==> config.mk <==
export PLATFORM = sky130hd
export DESIGN_NAME = audio_out
export DESIGN_NICKNAME = d
export VERILOG_FILES = /design/src/logic/audio_stream_pkg.sv /design/src/logic/ac97_link_pkg.sv /design/src/logic/sample_fifo.sv /design/src/logic/frame_splitter.sv /design/src/logic/codec_config.sv /design/src/logic/aclink_framer.sv /design/src/logic/audio_out.sv
export SDC_FILE = /design/constraint.sdc
export NUM_CORES = 1
export LEC_CHECK = 0
export BUFFER_PORTS_ARGS = -buffer_cell sky130_fd_sc_hd__buf_2
export CAP_MARGIN = 15
export CORE_MARGIN = 4
export CORE_UTILIZATION = 53
export DETAILED_ROUTE_END_ITERATION = 10
export GPL_TIMING_DRIVEN = 0
export MAX_ROUTING_LAYER = met4
export PLACE_DENSITY = 0.77
export SYNTH_ARGS = -nofsm -noshare
export SYNTH_HDL_FRONTEND = slang
export SYNTH_SLANG_ARGS = --single-unit
==> constraint.sdc <==
create_clock -name ac97_bitclk -period 11.2 [get_ports ac97_bitclk]
set_input_delay 1.12 -clock ac97_bitclk [delete_from_list [all_inputs] [get_ports ac97_bitclk]]
set_output_delay 1.12 -clock ac97_bitclk [all_outputs]
set_load 0.05 [all_outputs]
==> src/logic/audio_stream_pkg.sv <==
package audio_stream_pkg;

	localparam int sample_bits = 16;

	// Two stereo frames, earliest frame in the low half
	typedef struct packed {
		logic [sample_bits-1:0] right1;
		logic [sample_bits-1:0] left1;
		logic [sample_bits-1:0] right0;
		logic [sample_bits-1:0] left0;
	} sample_word_t;

	// One stereo frame
	typedef struct packed {
		logic [sample_bits-1:0] left;
		logic [sample_bits-1:0] right;
	} stereo_t;

endpackage

==> src/logic/ac97_link_pkg.sv <==
package ac97_link_pkg;

	localparam int frame_bits = 256;
	localparam int tag_bits = 16;	// Also the sync high time
	localparam int slot_bits = 20;

	// Data view, 16-bit value left aligned in the slot
	typedef struct packed {
		logic [15:0] value;
		logic [3:0]  zero;
	} slot_data_t;

	// Command address view of slot 1
	typedef struct packed {
		logic        read;	// 1 for a register read
		logic [6:0]  index;
		logic [11:0] zero;
	} slot_cmd_t;

	typedef union packed {
		slot_data_t data;
		slot_cmd_t  cmd;
	} ac97_slot_u;

	typedef struct packed {
		logic       valid;
		ac97_slot_u slot1;
		ac97_slot_u slot2;
	} cmd_slots_t;

	typedef struct packed {
		logic       valid;
		ac97_slot_u slot3;	// Left
		ac97_slot_u slot4;	// Right
	} pcm_slots_t;

	// Codec setup writes, sent once in this order
	localparam int codec_reg_count = 7;

	localparam logic [6:0] codec_reg_index [codec_reg_count] = '{
		7'h02, 7'h0E, 7'h10, 7'h12, 7'h18, 7'h1A, 7'h1C
	};

	localparam logic [15:0] codec_reg_value [codec_reg_count] = '{
		16'h0000, 16'h8808, 16'h8808, 16'h8808, 16'h0808, 16'h0000, 16'h8000
	};

endpackage

==> src/logic/sample_fifo.sv <==
module sample_fifo #(
	parameter int FIFO_DEPTH = 16
) (
	input  logic                         ac97_bitclk,
	input  logic                         audio_rst_b,
	input  logic                         in_valid,
	output logic                         in_ready,
	input  audio_stream_pkg::sample_word_t in_word,
	output logic                         out_valid,
	input  logic                         out_ready,
	output audio_stream_pkg::sample_word_t out_word
);
	import audio_stream_pkg::*;

	localparam int ptr_w = $clog2(FIFO_DEPTH);
	localparam int cnt_w = $clog2(FIFO_DEPTH + 1);

	sample_word_t       mem [FIFO_DEPTH];
	logic [ptr_w-1:0]   wr_ptr;
	logic [ptr_w-1:0]   rd_ptr;
	logic [cnt_w-1:0]   count;
	logic               push;
	logic               pop;

	// Ready from the count only, no path from out_ready
	assign in_ready = (count != cnt_w'(FIFO_DEPTH));
	assign out_valid = (count != '0);
	assign out_word = mem[rd_ptr];

	assign push = in_valid && in_ready;
	assign pop = out_valid && out_ready;

	always_ff @(posedge ac97_bitclk) begin
		if (push)
			mem[wr_ptr] <= in_word;
	end

	always_ff @(posedge ac97_bitclk or negedge audio_rst_b) begin
		if (!audio_rst_b) begin
			wr_ptr <= '0;
			rd_ptr <= '0;
			count <= '0;
		end else begin
			if (push)	// Wrap by compare, depth need not be a power of two
				wr_ptr <= (wr_ptr == ptr_w'(FIFO_DEPTH - 1)) ? '0 : wr_ptr + 1'b1;
			if (pop)
				rd_ptr <= (rd_ptr == ptr_w'(FIFO_DEPTH - 1)) ? '0 : rd_ptr + 1'b1;
			if (push && !pop)
				count <= count + 1'b1;
			else if (pop && !push)
				count <= count - 1'b1;
		end
	end

endmodule

==> src/logic/frame_splitter.sv <==
module frame_splitter (
	input  logic                         ac97_bitclk,
	input  logic                         audio_rst_b,
	input  logic                         strobe,
	input  logic                         word_valid,
	output logic                         word_ready,
	input  audio_stream_pkg::sample_word_t word,
	output ac97_link_pkg::pcm_slots_t    pcm
);
	import audio_stream_pkg::*;
	import ac97_link_pkg::*;

	sample_word_t held_word;
	logic         held;	// held_word is being played
	logic         second_half;	// Presenting left1/right1
	stereo_t      half;

	// Pull only at a frame boundary once the held word is spent
	assign word_ready = strobe && (!held || second_half);

	always_ff @(posedge ac97_bitclk) begin
		if (word_valid && word_ready)
			held_word <= word;
	end

	always_ff @(posedge ac97_bitclk or negedge audio_rst_b) begin
		if (!audio_rst_b) begin
			held <= 1'b0;
			second_half <= 1'b0;
		end else if (strobe) begin
			if (held && !second_half) begin
				second_half <= 1'b1;
			end else if (word_valid) begin
				held <= 1'b1;
				second_half <= 1'b0;
			end else begin
				// Underrun, next frame goes out without PCM
				held <= 1'b0;
				second_half <= 1'b0;
			end
		end
	end

	always_comb begin
		if (second_half)
			half = '{left: held_word.left1, right: held_word.right1};
		else
			half = '{left: held_word.left0, right: held_word.right0};

		pcm = '0;
		pcm.valid = held;
		if (held) begin
			pcm.slot3.data.value = half.left;
			pcm.slot3.data.zero = '0;
			pcm.slot4.data.value = half.right;
			pcm.slot4.data.zero = '0;
		end
	end

endmodule

==> src/logic/codec_config.sv <==
module codec_config (
	input  logic                      ac97_bitclk,
	input  logic                      audio_rst_b,
	input  logic                      strobe,
	output ac97_link_pkg::cmd_slots_t cmd
);
	import ac97_link_pkg::*;

	logic [2:0] entry;	// Table entry on offer
	logic       cmd_valid;

	// Entry walks 0 to codec_reg_count and then parks there
	always_ff @(posedge ac97_bitclk or negedge audio_rst_b) begin
		if (!audio_rst_b) begin
			entry <= '0;
			cmd_valid <= 1'b0;
		end else if (strobe) begin
			if (cmd_valid) begin
				entry <= entry + 3'd1;
				cmd_valid <= (entry != 3'(codec_reg_count - 1));
			end else if (entry == '0) begin
				cmd_valid <= 1'b1;	// First strobe out of reset
			end
		end
	end

	always_comb begin
		cmd = '0;
		cmd.valid = cmd_valid;
		if (cmd_valid) begin
			// Slot 1 is the command address, always a write
			cmd.slot1.cmd.read = 1'b0;
			cmd.slot1.cmd.index = codec_reg_index[entry];
			cmd.slot1.cmd.zero = '0;
			// Slot 2 carries the data to write
			cmd.slot2.data.value = codec_reg_value[entry];
			cmd.slot2.data.zero = '0;
		end
	end

endmodule

==> src/logic/aclink_framer.sv <==
module aclink_framer (
	input  logic                      ac97_bitclk,
	input  logic                      audio_rst_b,
	input  ac97_link_pkg::cmd_slots_t cmd,
	input  ac97_link_pkg::pcm_slots_t pcm,
	output logic                      strobe,
	output logic                      sync,
	output logic                      sdata_out
);
	import ac97_link_pkg::*;

	// Slots 5 to 12 are never used on playback
	localparam int idle_bits = frame_bits - tag_bits - 4 * slot_bits;

	logic [7:0]            bit_cnt;
	logic [tag_bits-1:0]   tag;
	ac97_slot_u            slot1;
	ac97_slot_u            slot2;
	ac97_slot_u            slot3;
	ac97_slot_u            slot4;
	logic [frame_bits-1:0] frame_next;
	logic [frame_bits-1:0] frame_sr;	// Latched frame, shifted out MSB first

	// Counter starts on the last bit so the first edge loads a frame
	always_ff @(posedge ac97_bitclk or negedge audio_rst_b) begin
		if (!audio_rst_b)
			bit_cnt <= 8'(frame_bits - 1);
		else
			bit_cnt <= bit_cnt + 8'd1;
	end

	assign strobe = (bit_cnt == 8'(frame_bits - 1));
	assign sync = (bit_cnt < 8'(tag_bits));	// High across the tag slot

	always_comb begin
		tag = '0;
		tag[15] = cmd.valid || pcm.valid;	// Frame valid
		tag[14] = cmd.valid;
		tag[13] = cmd.valid;
		tag[12] = pcm.valid;
		tag[11] = pcm.valid;

		// Invalid slots go out as zeros
		slot1 = cmd.valid ? cmd.slot1 : '0;
		slot2 = cmd.valid ? cmd.slot2 : '0;
		slot3 = pcm.valid ? pcm.slot3 : '0;
		slot4 = pcm.valid ? pcm.slot4 : '0;

		frame_next = {tag, slot1, slot2, slot3, slot4, {idle_bits{1'b0}}};
	end

	always_ff @(posedge ac97_bitclk or negedge audio_rst_b) begin
		if (!audio_rst_b)
			frame_sr <= '0;
		else if (strobe)
			frame_sr <= frame_next;
		else
			frame_sr <= {frame_sr[frame_bits-2:0], 1'b0};
	end

	assign sdata_out = frame_sr[frame_bits-1];

endmodule

==> src/logic/audio_out.sv <==
module audio_out #(
	parameter int FIFO_DEPTH = 16
) (
	input  logic                         ac97_bitclk,
	input  logic                         audio_rst_b,
	input  logic                         sample_valid,
	output logic                         sample_ready,
	input  audio_stream_pkg::sample_word_t sample_data,
	output logic                         sync,
	output logic                         sdata_out
);
	import audio_stream_pkg::*;
	import ac97_link_pkg::*;

	sample_word_t fifo_word;
	logic         fifo_valid;
	logic         fifo_ready;
	logic         strobe;	// Last bit of each AC-link frame
	cmd_slots_t   cmd;
	pcm_slots_t   pcm;

	sample_fifo #(
		.FIFO_DEPTH (FIFO_DEPTH)
	) sample_fifo_i (
		.ac97_bitclk (ac97_bitclk),
		.audio_rst_b (audio_rst_b),
		.in_valid    (sample_valid),
		.in_ready    (sample_ready),
		.in_word     (sample_data),
		.out_valid   (fifo_valid),
		.out_ready   (fifo_ready),
		.out_word    (fifo_word)
	);

	frame_splitter frame_splitter_i (
		.ac97_bitclk (ac97_bitclk),
		.audio_rst_b (audio_rst_b),
		.strobe      (strobe),
		.word_valid  (fifo_valid),
		.word_ready  (fifo_ready),
		.word        (fifo_word),
		.pcm         (pcm)
	);

	codec_config codec_config_i (
		.ac97_bitclk (ac97_bitclk),
		.audio_rst_b (audio_rst_b),
		.strobe      (strobe),
		.cmd         (cmd)
	);

	aclink_framer aclink_framer_i (
		.ac97_bitclk (ac97_bitclk),
		.audio_rst_b (audio_rst_b),
		.cmd         (cmd),
		.pcm         (pcm),
		.strobe      (strobe),
		.sync        (sync),
		.sdata_out   (sdata_out)
	);

endmodule

# After elaboration in Yosys (flattened, before gate mapping)
# Memories as Yosys holds them, arrays and structs flattened. A register that Yosys moved wholly into a read port is not among the register bits.
# Index checks and enable logic that the tools add are counted.
# totals
out_inout_bits	3
romBits	184
in_bits	67
latch_bits	0
memories	3
ff_bits	283
ramBits	1024
# classes
magnitude_cmp	2
bitwise_logic	2
div_mod_pow	0
multipliers	0
n_reduce_logical	17
shifts	0
eq_ne	5
mux	20
addsub	6
# mem_list
memory	depth	word_bits	rd	rd_clocked_by_memory_dff	write_ports	line	source
sample_fifo_i.mem	16	64	1	1	1	sample_fifo.sv:18	sample_word_t mem [FIFO_DEPTH];
(no name shown)	8	16	1	0	0	codec_config.sv:36	cmd.slot2.data.value = codec_reg_value[entry];
(no name shown)	8	7	1	0	0	codec_config.sv:33	cmd.slot1.cmd.index = codec_reg_index[entry];
# op_table
operator	n
2-to-1 mux 256 bit	1
2-to-1 mux 20 bit	3
2-to-1 mux 16 bit	2
2-to-1 mux 32 bit	1
2-to-1 mux 19 bit	1
2-to-1 mux 7 bit	2
2-to-1 mux 5 bit	2
adder 4 x 1 -> 4 bit (second input constant)	2
adder 8 x 1 -> 8 bit (second input constant)	1
equality test 4 bit (second input constant)	2
equality test 8 bit (second input constant)	1
less-than comparator 8 x 5 -> 1 bit (second input constant)	1
2-to-1 mux 4 bit	2
logical AND 1 bit	6
2-to-1 mux 1 bit	6
adder 5 x 1 -> 5 bit (second input constant)	1
!= test 5 bit (second input constant)	1
nonzero test 5 bit	1
subtractor 5 x 1 -> 5 bit (second input constant)	1
>= comparator 4 bit (second input constant)	1
logical NOT 1 bit	4
NOT 3 -> 4 bit	1
AND reduction 2 bit	2
adder 3 x 1 -> 3 bit (second input constant)	1
other kinds (5)	6

# Logic depth before layout (Yosys ltp)
# Gate-level depths: netlist of the first run.
# depth
ltp_word	7
depth_mapped	11
mapped_depth_nobuf	11

# Modules after synthesis
# Synthesis of the first run repeated with hierarchy kept, for this count alone.
# hier_totals
cells_unflattened	2448
area_unflattened_um2	47554.4
# by_module_without_submodules
module	cells_per_inst	instances	area_per_inst_um2	seq_area_each_um2
sample_fifo	1800	1	39790.7	31074.8
aclink_framer	424	1	4454.3	2612.5
frame_splitter	154	1	2690.1	1971.9
codec_config	70	1	619.3	100.1

# Least setup slack after synthesis of the first run
# Ideal clock, no wire load.
# synth_timing
kind	input-to-reg
from	input sample_valid
to	memory sample_fifo_i.mem[1][0] in the netlist's numbering (enable)
path_slack_ns	4.629
stages	4
arrival_ns	6.006
t_required_ns	10.635
path_buffers	1
setup_time_ns	0.565
path_cell_list	and2_1 clkbuf_1 nand2_1 nor3_1
# synth_via
elab_chain_cells	3
# synth_lines
element	line	source
from (decl)	audio_out.sv:6	input logic sample_valid,
logical AND 1 bit	sample_fifo.sv:30	assign push = in_valid && in_ready;
named net sample_fifo_i.push	sample_fifo.sv:22	logic push;
2-to-1 mux 1 bit	sample_fifo.sv:34	if (push)
2-to-1 mux 1 bit (implied by the code)	sample_fifo.sv:35	mem[wr_ptr] <= in_word;
to (decl)	sample_fifo.sv:18	
# The timed path passes the listed nets, and every way through them passes these cells.

# Final worst setup path of the first run
# layout_timing
from	register aclink_framer_i.bit_cnt[0]
to	register sample_fifo_i.count[4]
# layout_via
elab_chain_cells	6
elab_cells_between_ends	8
cone_classes	1 x eq/ne; 1 x mux; 6 x reduce/logical
# layout_lines
element	line	source
from (decl)	aclink_framer.sv:15	logic [7:0] bit_cnt;
from (signal assigned)	aclink_framer.sv:27	bit_cnt <= 8'(frame_bits - 1);
from (signal assigned)	aclink_framer.sv:29	bit_cnt <= bit_cnt + 8'd1;
equality test 8 bit *	aclink_framer.sv:32	assign strobe = (bit_cnt == 8'(frame_bits - 1));
logical AND 1 bit *	frame_splitter.sv:19	assign word_ready = strobe && (!held || second_half);
logical AND 1 bit *	sample_fifo.sv:31	assign pop = out_valid && out_ready;
logical NOT 1 bit	sample_fifo.sv:48	if (push && !pop)
logical AND 1 bit	sample_fifo.sv:48	
2-to-1 mux 5 bit or nonzero test 2 bit (tied branches)	-	
to (signal assigned)	sample_fifo.sv:49	count <= count + 1'b1;
to (signal assigned)	sample_fifo.sv:51	count <= count - 1'b1;
to (decl)	sample_fifo.sv:21	logic [cnt_w-1:0] count;
# Every way passes the cells marked *; elsewhere a longest branch is shown, timed or not.
# A chain may end at the register's enable or synchronous reset.

==> results.toml, run 1 <==
[outcome]
status = "completed"

[logic_synthesis]
synthDistinctLibCells = 38
ys_seq_area_share_pct = 76.7
syn_nets = 2531
synth_seq_cells = 1207
avgSynthCellArea_sq_um = 19.0
syn-instance-count = 2448
ys_warn_count = 0
syn_area_sq_um = 46500

[floorplan]
dieHeight_microns = 304
ios = 70
die-area_sq_um = 92500
rows = 108
initial_utilization_pct = 53.5
die_x_microns = 304
core_sq_um = 86900

[setup_path]
start_kind = "register"
crit_path_max_fanout = 8
cpMaxStageDelayCell = "dfstp_2"
crit_type = "register to register"
end_kind = "register"
cp.arrival_ns = 4.11
ff2ff_path_depth = 11
crit_chain = "ha_1 > and3_1 > and3_1 > nand3b_1 > ha_1 > inv_1 > ha_1 > a21o_1 > a21oi_1 > mux2i_1 > xnor2_1"
crit_top_cell = "ha_1"
max_stage_delay_ns = 0.55
cp.required_ns = 11.79

[routing]
ant_nets = 0
routed-via-count = 24400
drt_iter0_markers = 3441
firstDrtPassIters = 5
drt_wl_total_microns = 108000
wl_per_cell_microns = 27.2
viasPerCell = 6.16
drc = 0

[timing]
timing.final.ws_setup_ns = 7.68
rsz0062_at_grt = "no"
maxSlewViolCount = 0
final.setup_skew_ns = 0.0451
max_freq_mhz = 284
setup_viol = 0
period_share_pct = 31.4
worst_pin_slew_ns = 1.02
hold_viol = 0
max-slew-margin-rel_pct = 31.6
period_needed_ns = 3.52

[placed_design]
dp.cells = 3734
hpwlAfterDp_microns = 69500
numPortBuffers = 69
gp_congestion = 0.889
dpl_worst_slack_ns = 7.58

[cells_and_area]
final_layout_size_suffix_gt1_share_pct = 23.5
area_growth_pct = 14.3
nets = 2778
final_cells = 3961
finish.utilization_pct = 61.2

[cts]
insertion_delay_ns = 0.69
cts.hold.buffers_added = 0
cts.sinks = 1207
cts_buffer_depth = 3
path_clk_slew_ns = 0.06
htree_levels = 3
cts_setup_buffers = 0
clockRootBuffer = "clkbuf_16"
cts_tree = "built"
post_cts_resized = 0
cts_made_buffers = 114

[pwr]
ir_drop_v = 0.000133
p_per_area_nw_per_um2 = 186
p_leak_uw = 0.0175

[job]
drv_cap = 0

[global_routing]
antenna_found_initial = 8
overflow = 0
grt_max_degree = 65
first_global_vias = 25300
grt_first_pass_wirelength_microns = 161000
grt_usage_pct = 23.9

[hold_path]
hold_class = "register to register"
hold_depth = 2
[flip-flops by register name, indices dropped and copies added, names as in the netlist]
| name | flops |
|---|---|
| frame_splitter_i.held_word | 64 |
| sample_fifo_i.rd_ptr | 4 |
| aclink_framer_i.bit_cnt | 8 |
| sample_fifo_i.count | 5 |
| sample_fifo_i.wr_ptr | 4 |
| frame_splitter_i.second_half | 1 |
| frame_splitter_i.held | 1 |
| codec_config_i.entry | 3 |
| aclink_framer_i.frame_sr | 92 |
| sample_fifo_i.mem | 1024 |
| codec_config_i.cmd_valid | 1 |
[layout make-up]
cell class / instances / area (sq um)
Antenna cell: 9 / 22.5
Buffer: 135 / 788
Clock buffer: 154 / 3140
Clock inverter: 64 / 561
Fill cell: 5839 / 33700
Inverter: 11 / 41.3
Multi-Input combinational cell: 1095 / 10100
Sequential cell: 1207 / 35700
Tap cell: 1155 / 1450
Timing Repair Buffer: 131 / 1370
[power by group]
group,switching [uW],total [uW],internal [uW]
Sequential,83.2,5370,5290
Combinational,509,746,237
Clock,1640,3770,2130
Total,2230,9890,7660
[worst max-delay path, delay by kind of cell (launching register included)]
| family | cells | cell delay (ns) |
|---|---|---|
| and+or+nand+nor | 3 | 1.01 |
| adders and majority gates | 3 | 0.95 |
| DFF | 1 | 0.55 |
| AOI/OAI and AO/OA | 2 | 0.38 |
| muxes | 1 | 0.26 |
| buffers and inverters | 1 | 0.15 |
| xor gates and xnor gates | 1 | 0.14 |
[metal layers]
metal  vias up  track usage, %  share of wire [%]
met3       256            4.09                8.0
met2      1299            38.3                 49
met4         0            9.07                3.9
met1     12600            31.1                 39
met5         -               -                  0
li1      10300               -                  -
[Yosys cell counts, drive strengths merged]
cell	count	area share [%]
edfxtp	1088	70
mux2i	194	4.2
nand2	162	1.3
o21ai	147	1.6
mux4	128	6.2
dfrtp	111	6.0
mux2	97	2.3
buf	78	1.2
a21oi	68	0.73
a221oi	64	1.7
a22oi	64	1.0
clkbuf	57	0.46
and2	52	0.70
nand3	39	0.42
nor2	20	0.16
ha	15	0.40
inv	11	0.089
xnor2	9	0.17
dfstp	8	0.45
a21o	6	0.097
nor3	6	0.065
xor2	5	0.094
and3	4	0.054
nand2b	4	0.054
nor2b	3	0.040
nor4	2	0.027
a22o	1	0.019
a311oi	1	0.019
and4	1	0.019
fa	1	0.043
nand3b	1	0.016
o31ai	1	0.016
[worst paths after layout]
| check | start | to | slack [ns] |
|---|---|---|---|
| max | aclink_framer_i.bit_cnt[0]$_DFF_PN1_ | sample_fifo_i.count[4]$_DFFE_PN0P_ | 7.68 |
| min | aclink_framer_i.frame_sr[192]$_DFF_PN0_ | aclink_framer_i.frame_sr[193]$_DFF_PN0_ | 0.44 |
| max reg2reg | aclink_framer_i.bit_cnt[0]$_DFF_PN1_ | sample_fifo_i.count[4]$_DFFE_PN0P_ | 7.68 |
| min reg2reg | aclink_framer_i.frame_sr[192]$_DFF_PN0_ | aclink_framer_i.frame_sr[193]$_DFF_PN0_ | 0.44 |
| max in group asynchronous | audio_rst_b | aclink_framer_i.frame_sr[184]$_DFF_PN0_ | 9.88 |
| min in group asynchronous | audio_rst_b | sample_fifo_i.wr_ptr[0]$_DFFE_PN0P_ | 0.55 |
[stage by stage]
step	TNS (ns)	instance area, sq um	total power, uW	hold slack [ns]
after global routing	0	53200	10200	0.460
after floorplan	0	46500	5800	0.414
final	0	53200	9890	0.437
after detailed placement	0	49400	6200	0.428
after CTS	0	53100	9930	0.443
after global placement	-52.26	48300	6100	0.418
[cells by family after synthesis]
| logic type | synth area share [%] |
|---|---|
| buffers and inverters | 1.78 |
| DFF | 76.7 |
| adders and majority gates | 0.447 |
| and+or+nand+nor | 2.86 |
| muxes | 12.7 |
| AOI/OAI and AO/OA | 5.24 |
| xor gates and xnor gates | 0.264 |
[layout by cell type, fill, tap and decap left out, types with 10 or more instances in the layout]
cell type,count
buf_6,56
mux4_2,128
mux2_2,96
buf_2,98
a221oi_2,40
mux2i_1,194
clkbuf_16,115
inv_1,10
buf_1,11
a22oi_1,64
dfrtp_1,111
ha_1,15
buf_12,21
clkinv_2,24
and2_1,52
clkbuf_1,84
nand3_1,39
clkbuf_8,12
o21ai_0,146
nand2_1,162
edfxtp_1,1088
nor2_4,12
a21oi_1,68
a221oi_1,24
clkinv_1,21
buf_4,13
Note: power is estimated with default switching activity, not from simulation.
==> run 2, diff against run 1 <==
PLACE_DENSITY = 0.8   (was 0.77)
clock period = 2.8 ns   (was 11.2 ns; I/O delays follow)
==> results.toml, run 2 (synthesized netlist as in run 1, its figures left out) <==
[cts]
htree_levels = 3
path_clk_slew_ns = 0.06
cts.sinks = 1207
cts_made_buffers = 112
cts_buffer_depth = 3
insertion_delay_ns = 0.70
cts_tree = "built"
clockRootBuffer = "clkbuf_16"

[setup_path]
cp.required_ns = 3.38
cp.arrival_ns = 3.41
crit_path_max_fanout = 5
crit_chain = "ha_4 > and3_4 > and3_4 > nand3b_1 > ha_2 > buf_4 > fa_2 > inv_2 > a21o_1 > a21oi_2 > mux2i_1 > xnor2_1"
crit_top_cell = "and3_4"
cpMaxStageDelayCell = "dfstp_2"
r2r_start = "aclink_framer_i.bit_cnt[0]$_DFF_PN1_"
cp.buffers_inverters = 2
end_kind = "register"
start_kind = "register"
max_stage_delay_ns = 0.56
crit_type = "register to register"
startpoint = "aclink_framer_i.bit_cnt[0]$_DFF_PN1_"
crit_family = "adder cells"

[cells_and_area]
area_growth_pct = 16.3
final_common_cell = "edfxtp_1"
top_regs = "sample_fifo_i.mem x1024, aclink_framer_i.frame_sr x92, frame_splitter_i.held_word x64"
largest_register_ffs = 1024
final_cell_mix = "1,088 x edfxtp_1, 194 x mux2i_1, 157 x nand2_1"
final_layout_size_suffix_gt1_share_pct = 23.8
nets = 2843
top_register = "sample_fifo_i.mem"

[global_routing]
grt_first_pass_wirelength_microns = 163000
overflow = 0
antenna_found_initial = 6
first_global_vias = 25100
grt_max_degree = 63
grt_usage_pct = 24.1

[outcome]
violations = "setup timing"
status = "finished with violations"

[routing]
drt_wl_total_microns = 110000
viasPerCell = 6.20
routed-via-count = 24900
ant_nets = 0
wl_per_cell_microns = 27.3
drc = 0
firstDrtPassIters = 5
drt_iter0_markers = 3337

[timing]
setup_viol = 2
worst_pin_slew_ns = 1.04
period_share_pct = 101
max-slew-margin-rel_pct = 30.3
max_freq_mhz = 353
timing.final.ws_setup_ns = -0.0354
final.setup_skew_ns = 0.0563
maxSlewViolCount = 0
period_needed_ns = 2.84
hold_viol = 0
rsz0062_at_grt = "yes"
hold_slack_ns = 0.172

[placed_design]
gp_congestion = 0.922
dpl_worst_slack_ns = -0.901
hpwlAfterDp_microns = 69800
numPortBuffers = 69

[hold_path]
hold_class = "input port to register"
holdCritStartpoint = "sample_valid"

[pwr]
ir_drop_v = 0.000590
p_leak_uw = 0.0178
p_per_area_nw_per_um2 = 736

[floorplan]
ios = 70
core_sq_um = 86900
initial_utilization_pct = 53.5
rows = 108
dieHeight_microns = 304
die_x_microns = 304
die-area_sq_um = 92500

[job]
drv_cap = 0
==> run 2: cell count changes in the layout (fill, tap and decap cells not counted), sizes merged <==
cell / change
clkdlybuf4s15: +2
inv: +2
clkinvlp: +1
clkbuf: +6
buf: -3
diode: -2
dlygate4sd3: +65
clkinv: -13
==> run 2: timing repair <==
| action | 4_1_cts | 5_1_grt |
|---|---|---|
| pin swaps | 2 | 5 |
| endpoints found under the hold margin | 1080 | 0 |
| cloned | 0 | 0 |
| buffers inserted | 2 | 15 |
| endpoints found under the setup margin | 104 | 126 |
| hold buffers | 65 | 0 |
| gates resized for setup | 19 | 19 |
==> run 2: worst register-to-register path, cell delays in order, from the launching register on <==
cell and delay (ns):
dfstp_2 0.56, ha_4 0.15, and3_4 0.21, and3_4 0.22
nand3b_1 0.18, ha_2 0.26, buf_4 0.15, fa_2 0.41
inv_2 0.07, a21o_1 0.13, a21oi_2 0.07, mux2i_1 0.21
xnor2_1 0.15
==> run 2: per-layer routing <==
| layer | GRT usage (%) | share of wire (%) | vias to the layer above |
|---|---|---|---|
| li1 | - | - | 10400 |
| met1 | 31.5 | 37 | 12800 |
| met2 | 39.0 | 50 | 1479 |
| met3 | 4.50 | 9.5 | 239 |
| met4 | 7.15 | 3.0 | 0 |
| met5 | - | 0 | - |
==> run 2: layout make-up <==
| class | instances | area [sq um] |
|---|---|---|
| sequential | 1207 | 35700 |
| fill | 5710 | 32800 |
| multi-input combinational | 1095 | 10300 |
| clock buffer | 157 | 3110 |
| timing repair buffer | 198 | 2170 |
| tap | 1155 | 1450 |
| buffer | 135 | 840 |
| clock inverter | 54 | 519 |
| inverter | 11 | 45.0 |
| antenna | 7 | 17.5 |
==> run 2: path summary, 6_finish.rpt <==
kind	depth (start not counted)	end	slack, ns
max in group asynchronous	3	aclink_framer_i.bit_cnt[5]$_DFF_PN1_	1.78
worst min register to register	2	aclink_framer_i.frame_sr[178]$_DFF_PN0_	0.44
worst max register to register	12	sample_fifo_i.count[4]$_DFFE_PN0P_	-0.04
worst max-delay path	12	sample_fifo_i.count[4]$_DFFE_PN0P_	-0.04
min in group asynchronous	2	sample_fifo_i.wr_ptr[3]$_DFFE_PN0P_	0.25
worst min-delay path	4	sample_fifo_i.wr_ptr[1]$_DFFE_PN0P_	0.17
==> run 2: power breakdown <==
group          leakage [uW]  switching (uW)  internal [uW]  total (uW)
combinational       0.00458            2140           1160        3300
clock               0.00176            6540           8430       15000
sequential           0.0114             359          21100       21500
total                0.0178            9050          30700       39800
==> run 2: through the flow <==
step,power (uW),util [%],area [sq um],cells,setup TNS [ns]
2_1_floorplan,23300,-,46700,2448,-80.96
3_3_place_gp,24300,55.8,48500,3672,-1097.40
3_5_place_dp,25000,57.0,49600,3719,-20.80
4_1_cts,39800,62.0,53900,3997,0
5_1_grt,40900,62.2,54100,4018,-0.219
6_report,39800,62.2,54100,4019,-0.0568
